### config.mk
export PLATFORM = sky130hd
export DESIGN_NAME = cpu
export DESIGN_NICKNAME = d
export VERILOG_FILES = /design/src/verilog/isa_pkg.sv /design/src/verilog/pipe_pkg.sv /design/src/verilog/cpu.sv /design/src/verilog/decode.sv /design/src/verilog/execute.sv /design/src/verilog/forward.sv /design/src/verilog/hazard.sv /design/src/verilog/memory.sv /design/src/verilog/regfile.sv /design/src/verilog/writeback.sv
export SDC_FILE = /design/constraint.sdc
export NUM_CORES = 2
export LEC_CHECK = 0
export ABC_CLOCK_PERIOD_IN_PS = 10520
export BUFFER_PORTS_ARGS = -buffer_cell sky130_fd_sc_hd__buf_2
export CAP_MARGIN = 10
export CORE_ASPECT_RATIO = 1.2
export CORE_MARGIN = 2
export CORE_UTILIZATION = 48
export CTS_BUF_LIST = sky130_fd_sc_hd__clkbuf_2 sky130_fd_sc_hd__clkbuf_4 sky130_fd_sc_hd__clkbuf_8
export DETAILED_ROUTE_END_ITERATION = 8
export GPL_TIMING_DRIVEN = 0
export RECOVER_POWER = 25
export SETUP_SLACK_MARGIN = 0.05
export SYNTH_ARGS = -nofsm -noshare
export SYNTH_HDL_FRONTEND = slang
export SYNTH_SLANG_ARGS = --single-unit
### constraint.sdc
create_clock -name clk -period 10.52 [get_ports clk]
set_input_delay 1.578 -clock clk [delete_from_list [all_inputs] [get_ports clk]]
set_output_delay 1.578 -clock clk [all_outputs]
set_load 0.1 [all_outputs]
### src/verilog/isa_pkg.sv
// ~~~~~~~~~~~~~~~~~~~~~~~~~~~~~~~~~~~~~~~~~~~~~~~~~~~~~~~~~~
// ISA package
// Word and register types, the instruction word union and the
// RV32I opcode and function codes used by the core
// ~~~~~~~~~~~~~~~~~~~~~~~~~~~~~~~~~~~~~~~~~~~~~~~~~~~~~~~~~~

package isa_pkg;

    typedef logic [31:0] word_t;               // Data and instruction word
    typedef logic [4:0]  reg_addr_t;           // Register index

    // Register-register format
    typedef struct packed {
        logic [6:0] funct7;
        reg_addr_t  rs2;
        reg_addr_t  rs1;
        logic [2:0] funct3;
        reg_addr_t  rd;
        logic [6:0] opcode;
    } r_fmt_t;

    // Immediate and load format
    typedef struct packed {
        logic [11:0] imm;                      // Sign extended by decode
        reg_addr_t   rs1;
        logic [2:0]  funct3;
        reg_addr_t   rd;
        logic [6:0]  opcode;
    } i_fmt_t;

    // Store format
    typedef struct packed {
        logic [6:0] imm_hi;                    // Offset bits 11 to 5
        reg_addr_t  rs2;
        reg_addr_t  rs1;
        logic [2:0] funct3;
        logic [4:0] imm_lo;                    // Offset bits 4 to 0
        logic [6:0] opcode;
    } s_fmt_t;

    // One instruction word seen through each format
    typedef union packed {
        r_fmt_t r_fmt;
        i_fmt_t i_fmt;
        s_fmt_t s_fmt;
    } inst_t;

    localparam logic [6:0] OP_REG   = 7'b0110011;   // ADD SUB AND OR XOR SLT
    localparam logic [6:0] OP_IMM   = 7'b0010011;   // Only ADDI is supported
    localparam logic [6:0] OP_LUI   = 7'b0110111;
    localparam logic [6:0] OP_LOAD  = 7'b0000011;
    localparam logic [6:0] OP_STORE = 7'b0100011;

    localparam logic [2:0] F3_ADD = 3'b000;          // Also ADDI and SUB
    localparam logic [2:0] F3_SLT = 3'b010;
    localparam logic [2:0] F3_XOR = 3'b100;
    localparam logic [2:0] F3_OR  = 3'b110;
    localparam logic [2:0] F3_AND = 3'b111;
    localparam logic [2:0] F3_LW  = 3'b010;          // Word width for both LW and SW

    localparam logic [6:0] F7_SUB = 7'b0100000;

endpackage

### src/verilog/pipe_pkg.sv
// ~~~~~~~~~~~~~~~~~~~~~~~~~~~~~~~~~~~~~~~~~~~~~~~~~~~~~~~~~~
// Pipeline package
// Stage payloads, ALU and operand select codes and the size
// of the data RAM
// ~~~~~~~~~~~~~~~~~~~~~~~~~~~~~~~~~~~~~~~~~~~~~~~~~~~~~~~~~~

package pipe_pkg;

    typedef enum logic [2:0] {
        ALU_ADD,
        ALU_SUB,
        ALU_AND,
        ALU_OR,
        ALU_XOR,
        ALU_SLT,                               // Signed compare
        ALU_PASS_B                             // Operand b straight through
    } alu_op_t;

    // Source of a decode operand
    typedef enum logic [1:0] {
        SEL_REG,                               // Register file
        SEL_ALU,                               // Execute register result
        SEL_MEM,                               // Memory register result
        SEL_WB                                 // Writeback register data
    } rs_sel_t;

    // Decode to execute
    typedef struct packed {
        alu_op_t           alu_op;
        isa_pkg::word_t    a;
        isa_pkg::word_t    b;
        isa_pkg::word_t    store_data;
        isa_pkg::reg_addr_t rd;
        logic              rd_we;
        logic              is_load;
        logic              is_store;
        logic              illegal;
    } ex_t;

    // Execute to memory
    typedef struct packed {
        isa_pkg::word_t    alu;                // Result or load/store address
        isa_pkg::word_t    store_data;
        isa_pkg::reg_addr_t rd;
        logic              rd_we;
        logic              is_load;
        logic              is_store;
        logic              illegal;
    } mm_t;

    // Memory to writeback
    typedef struct packed {
        isa_pkg::word_t    data;
        isa_pkg::reg_addr_t rd;
        logic              rd_we;
        logic              illegal;
    } wb_t;

    // Record seen on the retire stream
    typedef struct packed {
        isa_pkg::word_t    data;
        isa_pkg::reg_addr_t rd;
        logic              rd_we;
        logic              illegal;
    } retire_t;

    localparam int DMEM_WORDS = 64;
    localparam int DMEM_AW    = $clog2(DMEM_WORDS);   // Word index width

endpackage

### src/verilog/cpu.sv
// ~~~~~~~~~~~~~~~~~~~~~~~~~~~~~~~~~~~~~~~~~~~~~~~~~~~~~~~~~~
// CPU top
// Four-stage in-order RV32I subset core with forwarding and
// load-use stall between instruction and retire streams
// ~~~~~~~~~~~~~~~~~~~~~~~~~~~~~~~~~~~~~~~~~~~~~~~~~~~~~~~~~~

`timescale 1ns/1ps

module cpu (
    input  logic              clk,
    input  logic              rst_n,
    input  logic              inst_valid,
    output logic              inst_ready,
    input  isa_pkg::inst_t    inst,
    output logic              retire_valid,
    input  logic              retire_ready,
    output pipe_pkg::retire_t retire
);
    import isa_pkg::*;
    import pipe_pkg::*;

    reg_addr_t rs1_addr;
    reg_addr_t rs2_addr;
    word_t     rs1_data;
    word_t     rs2_data;
    rs_sel_t   rs1_sel;
    rs_sel_t   rs2_sel;
    logic      uses_rs2;
    logic      bubble;
    word_t     alu_data;                       // Bypass from execute
    word_t     mem_data;                       // Bypass from memory
    logic      rd_we;
    reg_addr_t rd_addr;
    word_t     rd_data;

    logic      ex_valid;
    logic      ex_ready;
    ex_t       ex_q;
    logic      mm_valid;
    logic      mm_ready;
    mm_t       mm_q;
    logic      wb_valid;
    logic      wb_ready;
    wb_t       wb_q;

    regfile u_regfile (.clk, .rst_n, .rs1_addr, .rs2_addr, .rs1_data, .rs2_data,
                       .rd_we, .rd_addr, .rd_data);

    forward u_forward (.rs1_addr, .rs2_addr, .ex_q, .ex_valid, .mm_q, .mm_valid,
                       .wb_q, .wb_valid, .rs1_sel, .rs2_sel);

    hazard u_hazard (.rs1_addr, .rs2_addr, .uses_rs2, .ex_q, .ex_valid, .bubble);

    decode u_decode (.clk, .rst_n, .inst_valid, .inst_ready, .inst, .rs1_sel, .rs2_sel,
                     .rs1_data, .rs2_data, .alu_data, .mem_data, .wb_data(wb_q.data),
                     .rs1_addr, .rs2_addr, .uses_rs2, .bubble, .ex_valid, .ex_ready, .ex_q);

    execute u_execute (.clk, .rst_n, .ex_valid, .ex_ready, .ex_q, .alu_data,
                       .mm_valid, .mm_ready, .mm_q);

    memory u_memory (.clk, .rst_n, .mm_valid, .mm_ready, .mm_q, .mem_data,
                     .wb_valid, .wb_ready, .wb_q);

    writeback u_writeback (.wb_valid, .wb_ready, .wb_q, .retire_valid, .retire_ready,
                           .retire, .rd_we, .rd_addr, .rd_data);

endmodule

### src/verilog/decode.sv
// ~~~~~~~~~~~~~~~~~~~~~~~~~~~~~~~~~~~~~~~~~~~~~~~~~~~~~~~~~~
// Decode stage
// Splits the instruction word, builds immediates, selects the
// forwarded operands and loads the execute register
// ~~~~~~~~~~~~~~~~~~~~~~~~~~~~~~~~~~~~~~~~~~~~~~~~~~~~~~~~~~

`timescale 1ns/1ps

module decode (
    input  logic               clk,
    input  logic               rst_n,
    input  logic               inst_valid,
    output logic               inst_ready,
    input  isa_pkg::inst_t     inst,
    input  pipe_pkg::rs_sel_t  rs1_sel,
    input  pipe_pkg::rs_sel_t  rs2_sel,
    input  isa_pkg::word_t     rs1_data,
    input  isa_pkg::word_t     rs2_data,
    input  isa_pkg::word_t     alu_data,
    input  isa_pkg::word_t     mem_data,
    input  isa_pkg::word_t     wb_data,
    output isa_pkg::reg_addr_t rs1_addr,
    output isa_pkg::reg_addr_t rs2_addr,
    output logic               uses_rs2,
    input  logic               bubble,
    output logic               ex_valid,
    input  logic               ex_ready,
    output pipe_pkg::ex_t      ex_q
);
    import isa_pkg::*;
    import pipe_pkg::*;

    ex_t   ex_d;
    word_t rs1_val;
    word_t rs2_val;
    word_t imm_i;
    word_t imm_s;
    word_t imm_u;
    logic  load_en;

    assign rs1_addr = inst.r_fmt.rs1;          // Same position in every format
    assign rs2_addr = inst.r_fmt.rs2;
    assign uses_rs2 = inst.r_fmt.opcode == OP_REG || inst.r_fmt.opcode == OP_STORE;

    assign imm_i = {{20{inst.i_fmt.imm[11]}}, inst.i_fmt.imm};
    assign imm_s = {{20{inst.s_fmt.imm_hi[6]}}, inst.s_fmt.imm_hi, inst.s_fmt.imm_lo};
    assign imm_u = {inst.i_fmt.imm, inst.i_fmt.rs1, inst.i_fmt.funct3, 12'h000};   // LUI

    function automatic word_t operand(rs_sel_t sel, word_t reg_val);
        case (sel)
            SEL_ALU: return alu_data;
            SEL_MEM: return mem_data;
            SEL_WB:  return wb_data;
            default: return reg_val;
        endcase
    endfunction

    always_comb begin
        rs1_val = operand(rs1_sel, rs1_data);
        rs2_val = operand(rs2_sel, rs2_data);
    end

    always_comb begin
        ex_d            = '0;
        ex_d.alu_op     = ALU_ADD;             // Loads and stores add the offset
        ex_d.a          = rs1_val;
        ex_d.b          = rs2_val;
        ex_d.store_data = rs2_val;
        ex_d.illegal    = 1'b1;                // Cleared by a supported encoding
        case (inst.r_fmt.opcode)
            OP_REG: begin
                ex_d.illegal = !(inst.r_fmt.funct7 == '0 ||
                                 (inst.r_fmt.funct7 == F7_SUB && inst.r_fmt.funct3 == F3_ADD));
                case (inst.r_fmt.funct3)
                    F3_ADD:  ex_d.alu_op = (inst.r_fmt.funct7 == F7_SUB) ? ALU_SUB : ALU_ADD;
                    F3_SLT:  ex_d.alu_op = ALU_SLT;
                    F3_XOR:  ex_d.alu_op = ALU_XOR;
                    F3_OR:   ex_d.alu_op = ALU_OR;
                    F3_AND:  ex_d.alu_op = ALU_AND;
                    default: ex_d.illegal = 1'b1;   // Shifts and SLTU
                endcase
            end
            OP_IMM: begin
                ex_d.b       = imm_i;
                ex_d.illegal = inst.i_fmt.funct3 != F3_ADD;
            end
            OP_LUI: begin
                ex_d.alu_op  = ALU_PASS_B;
                ex_d.b       = imm_u;
                ex_d.illegal = 1'b0;
            end
            OP_LOAD: begin
                ex_d.b       = imm_i;
                ex_d.is_load = 1'b1;
                ex_d.illegal = inst.i_fmt.funct3 != F3_LW;   // Word loads only
            end
            OP_STORE: begin
                ex_d.b        = imm_s;
                ex_d.is_store = 1'b1;
                ex_d.illegal  = inst.s_fmt.funct3 != F3_LW;
            end
            default: ;
        endcase
        if (ex_d.illegal) begin
            ex_d.alu_op   = ALU_PASS_B;        // Illegal words retire with zero data
            ex_d.b        = '0;
            ex_d.is_load  = 1'b0;
            ex_d.is_store = 1'b0;
        end
        ex_d.rd_we = !ex_d.illegal && !ex_d.is_store;
        ex_d.rd    = ex_d.rd_we ? inst.r_fmt.rd : '0;   // No destination without a write
    end

    // Bubble keeps the word at the input while the load moves on
    assign inst_ready = (!ex_valid || ex_ready) && !bubble;
    assign load_en    = inst_valid && inst_ready;

    always_ff @(posedge clk or negedge rst_n) begin
        if (!rst_n) begin
            ex_valid <= 1'b0;
        end else if (!ex_valid || ex_ready) begin
            ex_valid <= load_en;               // Empty slot on a bubble
        end
    end

    always_ff @(posedge clk) begin
        if (load_en) begin
            ex_q <= ex_d;
        end
    end

endmodule

### src/verilog/execute.sv
// ~~~~~~~~~~~~~~~~~~~~~~~~~~~~~~~~~~~~~~~~~~~~~~~~~~~~~~~~~~
// Execute stage
// ALU and address adder, result bypass and the memory register
// ~~~~~~~~~~~~~~~~~~~~~~~~~~~~~~~~~~~~~~~~~~~~~~~~~~~~~~~~~~

`timescale 1ns/1ps

module execute (
    input  logic           clk,
    input  logic           rst_n,
    input  logic           ex_valid,
    output logic           ex_ready,
    input  pipe_pkg::ex_t  ex_q,
    output isa_pkg::word_t alu_data,
    output logic           mm_valid,
    input  logic           mm_ready,
    output pipe_pkg::mm_t  mm_q
);
    import pipe_pkg::*;

    mm_t  mm_d;
    logic move;

    always_comb begin
        case (ex_q.alu_op)
            ALU_SUB:    alu_data = ex_q.a - ex_q.b;
            ALU_AND:    alu_data = ex_q.a & ex_q.b;
            ALU_OR:     alu_data = ex_q.a | ex_q.b;
            ALU_XOR:    alu_data = ex_q.a ^ ex_q.b;
            ALU_SLT:    alu_data = {31'b0, $signed(ex_q.a) < $signed(ex_q.b)};
            ALU_PASS_B: alu_data = ex_q.b;
            default:    alu_data = ex_q.a + ex_q.b;   // ADD and the load/store address
        endcase
    end

    assign mm_d = '{
        alu:        alu_data,
        store_data: ex_q.store_data,
        rd:         ex_q.rd,
        rd_we:      ex_q.rd_we,
        is_load:    ex_q.is_load,
        is_store:   ex_q.is_store,
        illegal:    ex_q.illegal
    };

    assign ex_ready = !mm_valid || mm_ready;   // Empty or draining this cycle
    assign move     = ex_valid && ex_ready;

    always_ff @(posedge clk or negedge rst_n) begin
        if (!rst_n) begin
            mm_valid <= 1'b0;
        end else if (ex_ready) begin
            mm_valid <= ex_valid;
        end
    end

    always_ff @(posedge clk) begin
        if (move) begin
            mm_q <= mm_d;
        end
    end

endmodule

### src/verilog/forward.sv
// ~~~~~~~~~~~~~~~~~~~~~~~~~~~~~~~~~~~~~~~~~~~~~~~~~~~~~~~~~~
// Forwarding unit
// Picks the youngest in-flight producer of each decode source
// ~~~~~~~~~~~~~~~~~~~~~~~~~~~~~~~~~~~~~~~~~~~~~~~~~~~~~~~~~~

`timescale 1ns/1ps

module forward (
    input  isa_pkg::reg_addr_t rs1_addr,
    input  isa_pkg::reg_addr_t rs2_addr,
    input  pipe_pkg::ex_t      ex_q,
    input  logic               ex_valid,
    input  pipe_pkg::mm_t      mm_q,
    input  logic               mm_valid,
    input  pipe_pkg::wb_t      wb_q,
    input  logic               wb_valid,
    output pipe_pkg::rs_sel_t  rs1_sel,
    output pipe_pkg::rs_sel_t  rs2_sel
);
    import isa_pkg::*;
    import pipe_pkg::*;

    // Execute holds the youngest result so it is checked first
    function automatic rs_sel_t pick(reg_addr_t addr);
        if (addr == '0)
            return SEL_REG;                    // x0 never forwards
        if (ex_valid && ex_q.rd_we && ex_q.rd == addr)
            return SEL_ALU;
        if (mm_valid && mm_q.rd_we && mm_q.rd == addr)
            return SEL_MEM;
        if (wb_valid && wb_q.rd_we && wb_q.rd == addr)
            return SEL_WB;
        return SEL_REG;
    endfunction

    always_comb begin
        rs1_sel = pick(rs1_addr);
        rs2_sel = pick(rs2_addr);
    end

endmodule

### src/verilog/hazard.sv
// ~~~~~~~~~~~~~~~~~~~~~~~~~~~~~~~~~~~~~~~~~~~~~~~~~~~~~~~~~~
// Hazard unit
// Holds decode for one cycle when it reads a load in execute
// ~~~~~~~~~~~~~~~~~~~~~~~~~~~~~~~~~~~~~~~~~~~~~~~~~~~~~~~~~~

`timescale 1ns/1ps

module hazard (
    input  isa_pkg::reg_addr_t rs1_addr,
    input  isa_pkg::reg_addr_t rs2_addr,
    input  logic               uses_rs2,
    input  pipe_pkg::ex_t      ex_q,
    input  logic               ex_valid,
    output logic               bubble
);
    logic load_in_ex;
    logic rs1_hit;
    logic rs2_hit;

    assign load_in_ex = ex_valid && ex_q.is_load && ex_q.rd != '0;   // Load data not ready yet
    assign rs1_hit    = ex_q.rd == rs1_addr;
    assign rs2_hit    = uses_rs2 && ex_q.rd == rs2_addr;            // Only R and S formats read rs2

    // The load reaches memory next cycle where SEL_MEM can supply it
    assign bubble = load_in_ex && (rs1_hit || rs2_hit);

endmodule

### src/verilog/memory.sv
// ~~~~~~~~~~~~~~~~~~~~~~~~~~~~~~~~~~~~~~~~~~~~~~~~~~~~~~~~~~
// Memory stage
// Word-wide data RAM for LW and SW, memory bypass and the
// writeback register
// ~~~~~~~~~~~~~~~~~~~~~~~~~~~~~~~~~~~~~~~~~~~~~~~~~~~~~~~~~~

`timescale 1ns/1ps

module memory (
    input  logic           clk,
    input  logic           rst_n,
    input  logic           mm_valid,
    output logic           mm_ready,
    input  pipe_pkg::mm_t  mm_q,
    output isa_pkg::word_t mem_data,
    output logic           wb_valid,
    input  logic           wb_ready,
    output pipe_pkg::wb_t  wb_q
);
    import isa_pkg::*;
    import pipe_pkg::*;

    word_t              ram [DMEM_WORDS];
    logic [DMEM_AW-1:0] index;
    logic               move;

    assign index = mm_q.alu[2 +: DMEM_AW];     // Address bits 7 to 2 select the word

    // Loads read the RAM here so the bypass sees the loaded word
    always_comb begin
        if (mm_q.is_load)
            mem_data = ram[index];
        else if (mm_q.is_store)
            mem_data = mm_q.store_data;        // Stores retire with their data
        else
            mem_data = mm_q.alu;
    end

    assign mm_ready = !wb_valid || wb_ready;
    assign move     = mm_valid && mm_ready;

    always_ff @(posedge clk) begin
        if (move && mm_q.is_store) begin
            ram[index] <= mm_q.store_data;     // Written as the store leaves
        end
    end

    always_ff @(posedge clk or negedge rst_n) begin
        if (!rst_n) begin
            wb_valid <= 1'b0;
        end else if (mm_ready) begin
            wb_valid <= mm_valid;
        end
    end

    always_ff @(posedge clk) begin
        if (move) begin
            wb_q <= '{data: mem_data, rd: mm_q.rd, rd_we: mm_q.rd_we, illegal: mm_q.illegal};
        end
    end

endmodule

### src/verilog/regfile.sv
// ~~~~~~~~~~~~~~~~~~~~~~~~~~~~~~~~~~~~~~~~~~~~~~~~~~~~~~~~~~
// Register file
// Thirty-one registers with two write-first reads, x0 is zero
// ~~~~~~~~~~~~~~~~~~~~~~~~~~~~~~~~~~~~~~~~~~~~~~~~~~~~~~~~~~

`timescale 1ns/1ps

module regfile (
    input  logic               clk,
    input  logic               rst_n,
    input  isa_pkg::reg_addr_t rs1_addr,
    input  isa_pkg::reg_addr_t rs2_addr,
    output isa_pkg::word_t     rs1_data,
    output isa_pkg::word_t     rs2_data,
    input  logic               rd_we,
    input  isa_pkg::reg_addr_t rd_addr,
    input  isa_pkg::word_t     rd_data
);
    import isa_pkg::*;

    word_t regs [1:31];                        // No storage behind x0

    // A write to the same index is seen in the same cycle
    function automatic word_t read_port(reg_addr_t addr);
        if (addr == '0)
            return '0;
        if (rd_we && rd_addr == addr)
            return rd_data;
        return regs[addr];
    endfunction

    always_comb begin
        rs1_data = read_port(rs1_addr);
        rs2_data = read_port(rs2_addr);
    end

    always_ff @(posedge clk or negedge rst_n) begin
        if (!rst_n) begin
            for (int i = 1; i < 32; i++) begin
                regs[i] <= '0;
            end
        end else if (rd_we && rd_addr != '0) begin
            regs[rd_addr] <= rd_data;          // Writes to x0 are dropped
        end
    end

endmodule

### src/verilog/writeback.sv
// ~~~~~~~~~~~~~~~~~~~~~~~~~~~~~~~~~~~~~~~~~~~~~~~~~~~~~~~~~~
// Writeback stage
// Drives the retire stream and the register file write port
// ~~~~~~~~~~~~~~~~~~~~~~~~~~~~~~~~~~~~~~~~~~~~~~~~~~~~~~~~~~

`timescale 1ns/1ps

module writeback (
    input  logic               wb_valid,
    output logic               wb_ready,
    input  pipe_pkg::wb_t      wb_q,
    output logic               retire_valid,
    input  logic               retire_ready,
    output pipe_pkg::retire_t  retire,
    output logic               rd_we,
    output isa_pkg::reg_addr_t rd_addr,
    output isa_pkg::word_t     rd_data
);
    logic retire_done;

    assign retire_valid = wb_valid;
    assign wb_ready     = retire_ready;        // Retire stall backs up every stage
    assign retire       = '{data: wb_q.data, rd: wb_q.rd, rd_we: wb_q.rd_we,
                            illegal: wb_q.illegal};

    assign retire_done = wb_valid && retire_ready;

    // The register changes only once the outside has taken the record
    assign rd_we   = retire_done && wb_q.rd_we && wb_q.rd != '0;
    assign rd_addr = wb_q.rd;
    assign rd_data = wb_q.data;

endmodule
==> impl_metrics.toml <==
[timing]
tightest_slew_ns = 1.863
max_freq_ghz = 0.1428
tns_ns = 0
period_minus_slack_ns = 7.002
skew_ns = 0.09180
relSlewSlack = -0.2421
holdWs_ns = 0.4114
slew_violations = 557
setup_viol = 0
hold_viol = 0
worst_slack_ns = 3.518
finalCritPeriodShare = 0.6656
rsz0062_at_grt = "no"

[logic_synthesis]
ys_types = 88
synth_top_family_by_area = "multiplexers"
synth.top_cells.by_count = "edfxtp_1 (2,268), mux4_2 (1,138), mux2_2 (1,053)"
synth_compound_area_frac = 0.04078
synth.most_common_cell = "edfxtp_1"
yosys.area.top_type = "edfxtp_1"
synthSimpleGateAreaFrac = 0.02653
synth-edff-count = 2268
synth_cells = 8329
synthAdderAreaFrac = 0.008425
ys_seq_elements = 3269
synth_top_area_frac = 0.4623
async_flop_share = 0.3044
synthTopCellsByArea = "edfxtp_1 (46%), mux4_2 (17%), dfrtp_1 (17%)"
synth_fp_nets = 8463
yosysWarnings = 0
synth-xor-area-share = 0.003091
synth-seq-area-share = 0.6321
synth.cell_area_sq_um = 147300
synthFlopType = "edfxtp_1"
syn_area_per_cell_sq_um = 17.69
synthMuxAreaShare = 0.2659

[clocking]
clkSlewWorstSetupHoldPaths_ns = 0.06
numClockSinks = 3269
cts_tree = "done"
ctsHtreeMaxLevel = 6
clk_latency_ns = 1.26
clock-root-buffer = "clkbuf_8"
cts_setup_buffers = 0
clk_path_buf_depth = 4
cts_hold_buffers = 0
cts_resized = 0
numCtsBuffers = 547

[drt]
vias = 95705
drc = 0
firstDrtPassIters = 7
wl_microns = 629200
wl_per_cell_microns = 46.04
detail-route-antenna-nets = 0
via_per_inst = 7.003
drt_iter0_drc = 14667

[place]
dp_slack_ns = 2.730
io_buffer_count = 68
dp.cells = 12709
place_hpwl_microns = 442500
gp_congestion = 1.028

[run_status]
violations = "capacitance limit, slew limit"
status = "finished with violations"

[setup_path]
critPathMostFrequentCell = "buf_2"
worst_ep_required_time_ns = 11.32
worstSetupPathType = "input pin to register"
critPathSlowestCell = "o22ai_1"
start_kind = "input pin"
slowest_delay_ns = 0.99
worstPathCellList = "buf_2 -> clkbuf_1 -> buf_2 -> xnor2_1 -> nand4_1 -> clkbuf_1 -> nand2_1 -> buf_2 -> o22ai_1 -> nor3_1 -> a21oi_1 -> o221ai_1"
arrival_ns = 7.80
end_kind = "register"
cp_max_fo = 10

[power_and_ir_drop]
power_leakage_nw = 62.24
powerDensity_nw_per_um2 = 223.2
peakVddDrop_uv = 170.8

[hold_path]
hold_class = "register to register"

[cells_and_area]
area_delta_synth_final_pct = 14.69
fin_nets = 9366
fill_cells = 23994
layout-drive-gt1-share = 0.3873
fin_cells = 13667

[global_routing]
grt_max_degree = 123
grt_pass1_vias = 95422
grt_pass1_wl_microns = 837000
antenna_found_initial = 39
grt_use_total = 0.4031
grt-ovfl-total = 0

[floorplan]
pin_count = 77
die_h_microns = 610.9
initial_core_util = 0.4830
dieArea_sq_um = 311400
core_sq_um = 305000
rows = 222
dieWidth_microns = 509.7

[flow_run]
drv_cap = 19
-- state kept, by name, indices dropped and copies added, names as in the netlist, named ones only --
signal              count
u_decode.ex_q         108
u_decode.ex_valid       1
u_execute.mm_q         73
u_execute.mm_valid      1
u_memory.ram         2048
u_memory.wb_q          39
u_memory.wb_valid       1
u_regfile.regs        992
-- layout by cell type, fill, tap and decap left out, types with 29 or more instances in the layout --
| cell | synthesis | layout |
|---|---|---|
| buf_4 | 35 | 40 |
| clkbuf_4 | 0 | 176 |
| nand2_1 | 307 | 307 |
| o211ai_1 | 38 | 38 |
| o21ai_1 | 56 | 55 |
| buf_6 | 23 | 33 |
| buf_12 | 0 | 95 |
| nor3_1 | 61 | 60 |
| mux4_2 | 1138 | 1138 |
| clkbuf_2 | 0 | 51 |
| nor2b_1 | 29 | 29 |
| clkbuf_1 | 353 | 354 |
| a221oi_1 | 43 | 41 |
| nand3_1 | 54 | 54 |
| a21oi_1 | 190 | 190 |
| buf_1 | 112 | 82 |
| clkbuf_8 | 0 | 603 |
| dfrtp_1 | 995 | 995 |
| mux2i_1 | 167 | 165 |
| buf_8 | 0 | 58 |
| a22o_1 | 56 | 56 |
| clkinv_1 | 4 | 80 |
| a31oi_1 | 32 | 32 |
| clkinv_2 | 0 | 44 |
| mux2_2 | 1053 | 1053 |
| edfxtp_1 | 2268 | 2268 |
| inv_1 | 133 | 133 |
| o21ai_0 | 171 | 171 |
| buf_2 | 123 | 219 |
| o22ai_1 | 48 | 48 |
| ha_1 | 96 | 96 |
| xnor2_1 | 38 | 38 |
| nor2_1 | 275 | 209 |
| o221ai_1 | 30 | 30 |
| buf_16 | 0 | 67 |
| nor2_4 | 0 | 64 |
-- where the power goes --
| part | leakage [nW] | switching [mW] | internal (mW) |
|---|---|---|---|
| Sequential | 34.0 | 1.18 | 15.4 |
| Clock | 5.62 | 5.40 | 6.02 |
| Combinational | 22.6 | 5.83 | 3.88 |
-- layer usage --
metal,GRT usage,routed length [microns],vias up
li1,-,-,35434
met1,0.4781,210600,50815
met2,0.6208,288000,7187
met3,0.1038,65450,2237
met4,0.3314,64900,32
met5,0,206,-
-- worst paths after layout --
kind,startpoint,end,slack [ns],cells after the start
worst max-delay path,inst[21],u_decode.ex_q[54],3.52,12
worst min-delay path,u_decode.ex_q[13],u_execute.mm_q[13],0.41,0
worst max register to register,register,u_decode.ex_q[73],3.63,9
worst min register to register,u_decode.ex_q[13],u_execute.mm_q[13],0.41,0
max in group asynchronous,rst_n,u_regfile.regs[346],6.65,6
min in group asynchronous,rst_n,u_regfile.regs[392],0.48,1
-- through the flow --
| stage | cell area, sq um | utilization | total power [mW] |
|---|---|---|---|
| after global routing | 168900 | 0.5539 | 38.55 |
| after detailed placement | 159300 | 0.5224 | 26.32 |
| after CTS | 169900 | 0.5572 | 37.55 |
| after global placement | 152700 | 0.5007 | 25.84 |
| final | 169000 | 0.5540 | 37.71 |
| after floorplan | 147300 | - | 22.08 |
-- critical path, delay by kind of cell --
family | cells | cell delay (ns)
AOI/OAI and AO/OA | 3 | 2.06
and+or+nand+nor | 3 | 1.08
buffers and inverters | 5 | 2.86
xor gates and xnor gates | 1 | 0.17
-- cell families after synthesis --
group,Yosys count
and+or+nand+nor,867
buffers and inverters,788
xor gates and xnor gates,52
adders and majority gates,98
muxes,2359
AOI/OAI and AO/OA,896
DFF,3269
-- final cells by class --
| cell class | instances | area [sq um] | area share |
|---|---|---|---|
| inverters | 142 | 538.0 | 0.003184 |
| multi-input cells | 4272 | 51330 | 0.3038 |
| diodes | 12 | 30.03 | 0.0001777 |
| clock buffers | 778 | 9613 | 0.05689 |
| well taps | 4032 | 5045 | 0.02986 |
| flip-flops and latches | 3269 | 93120 | 0.5511 |
| clock inverters | 162 | 1008 | 0.005968 |
| plain buffers | 646 | 2984 | 0.01766 |
| repair buffers | 354 | 5300 | 0.03137 |
Note: power is estimated with default switching activity, not from simulation.
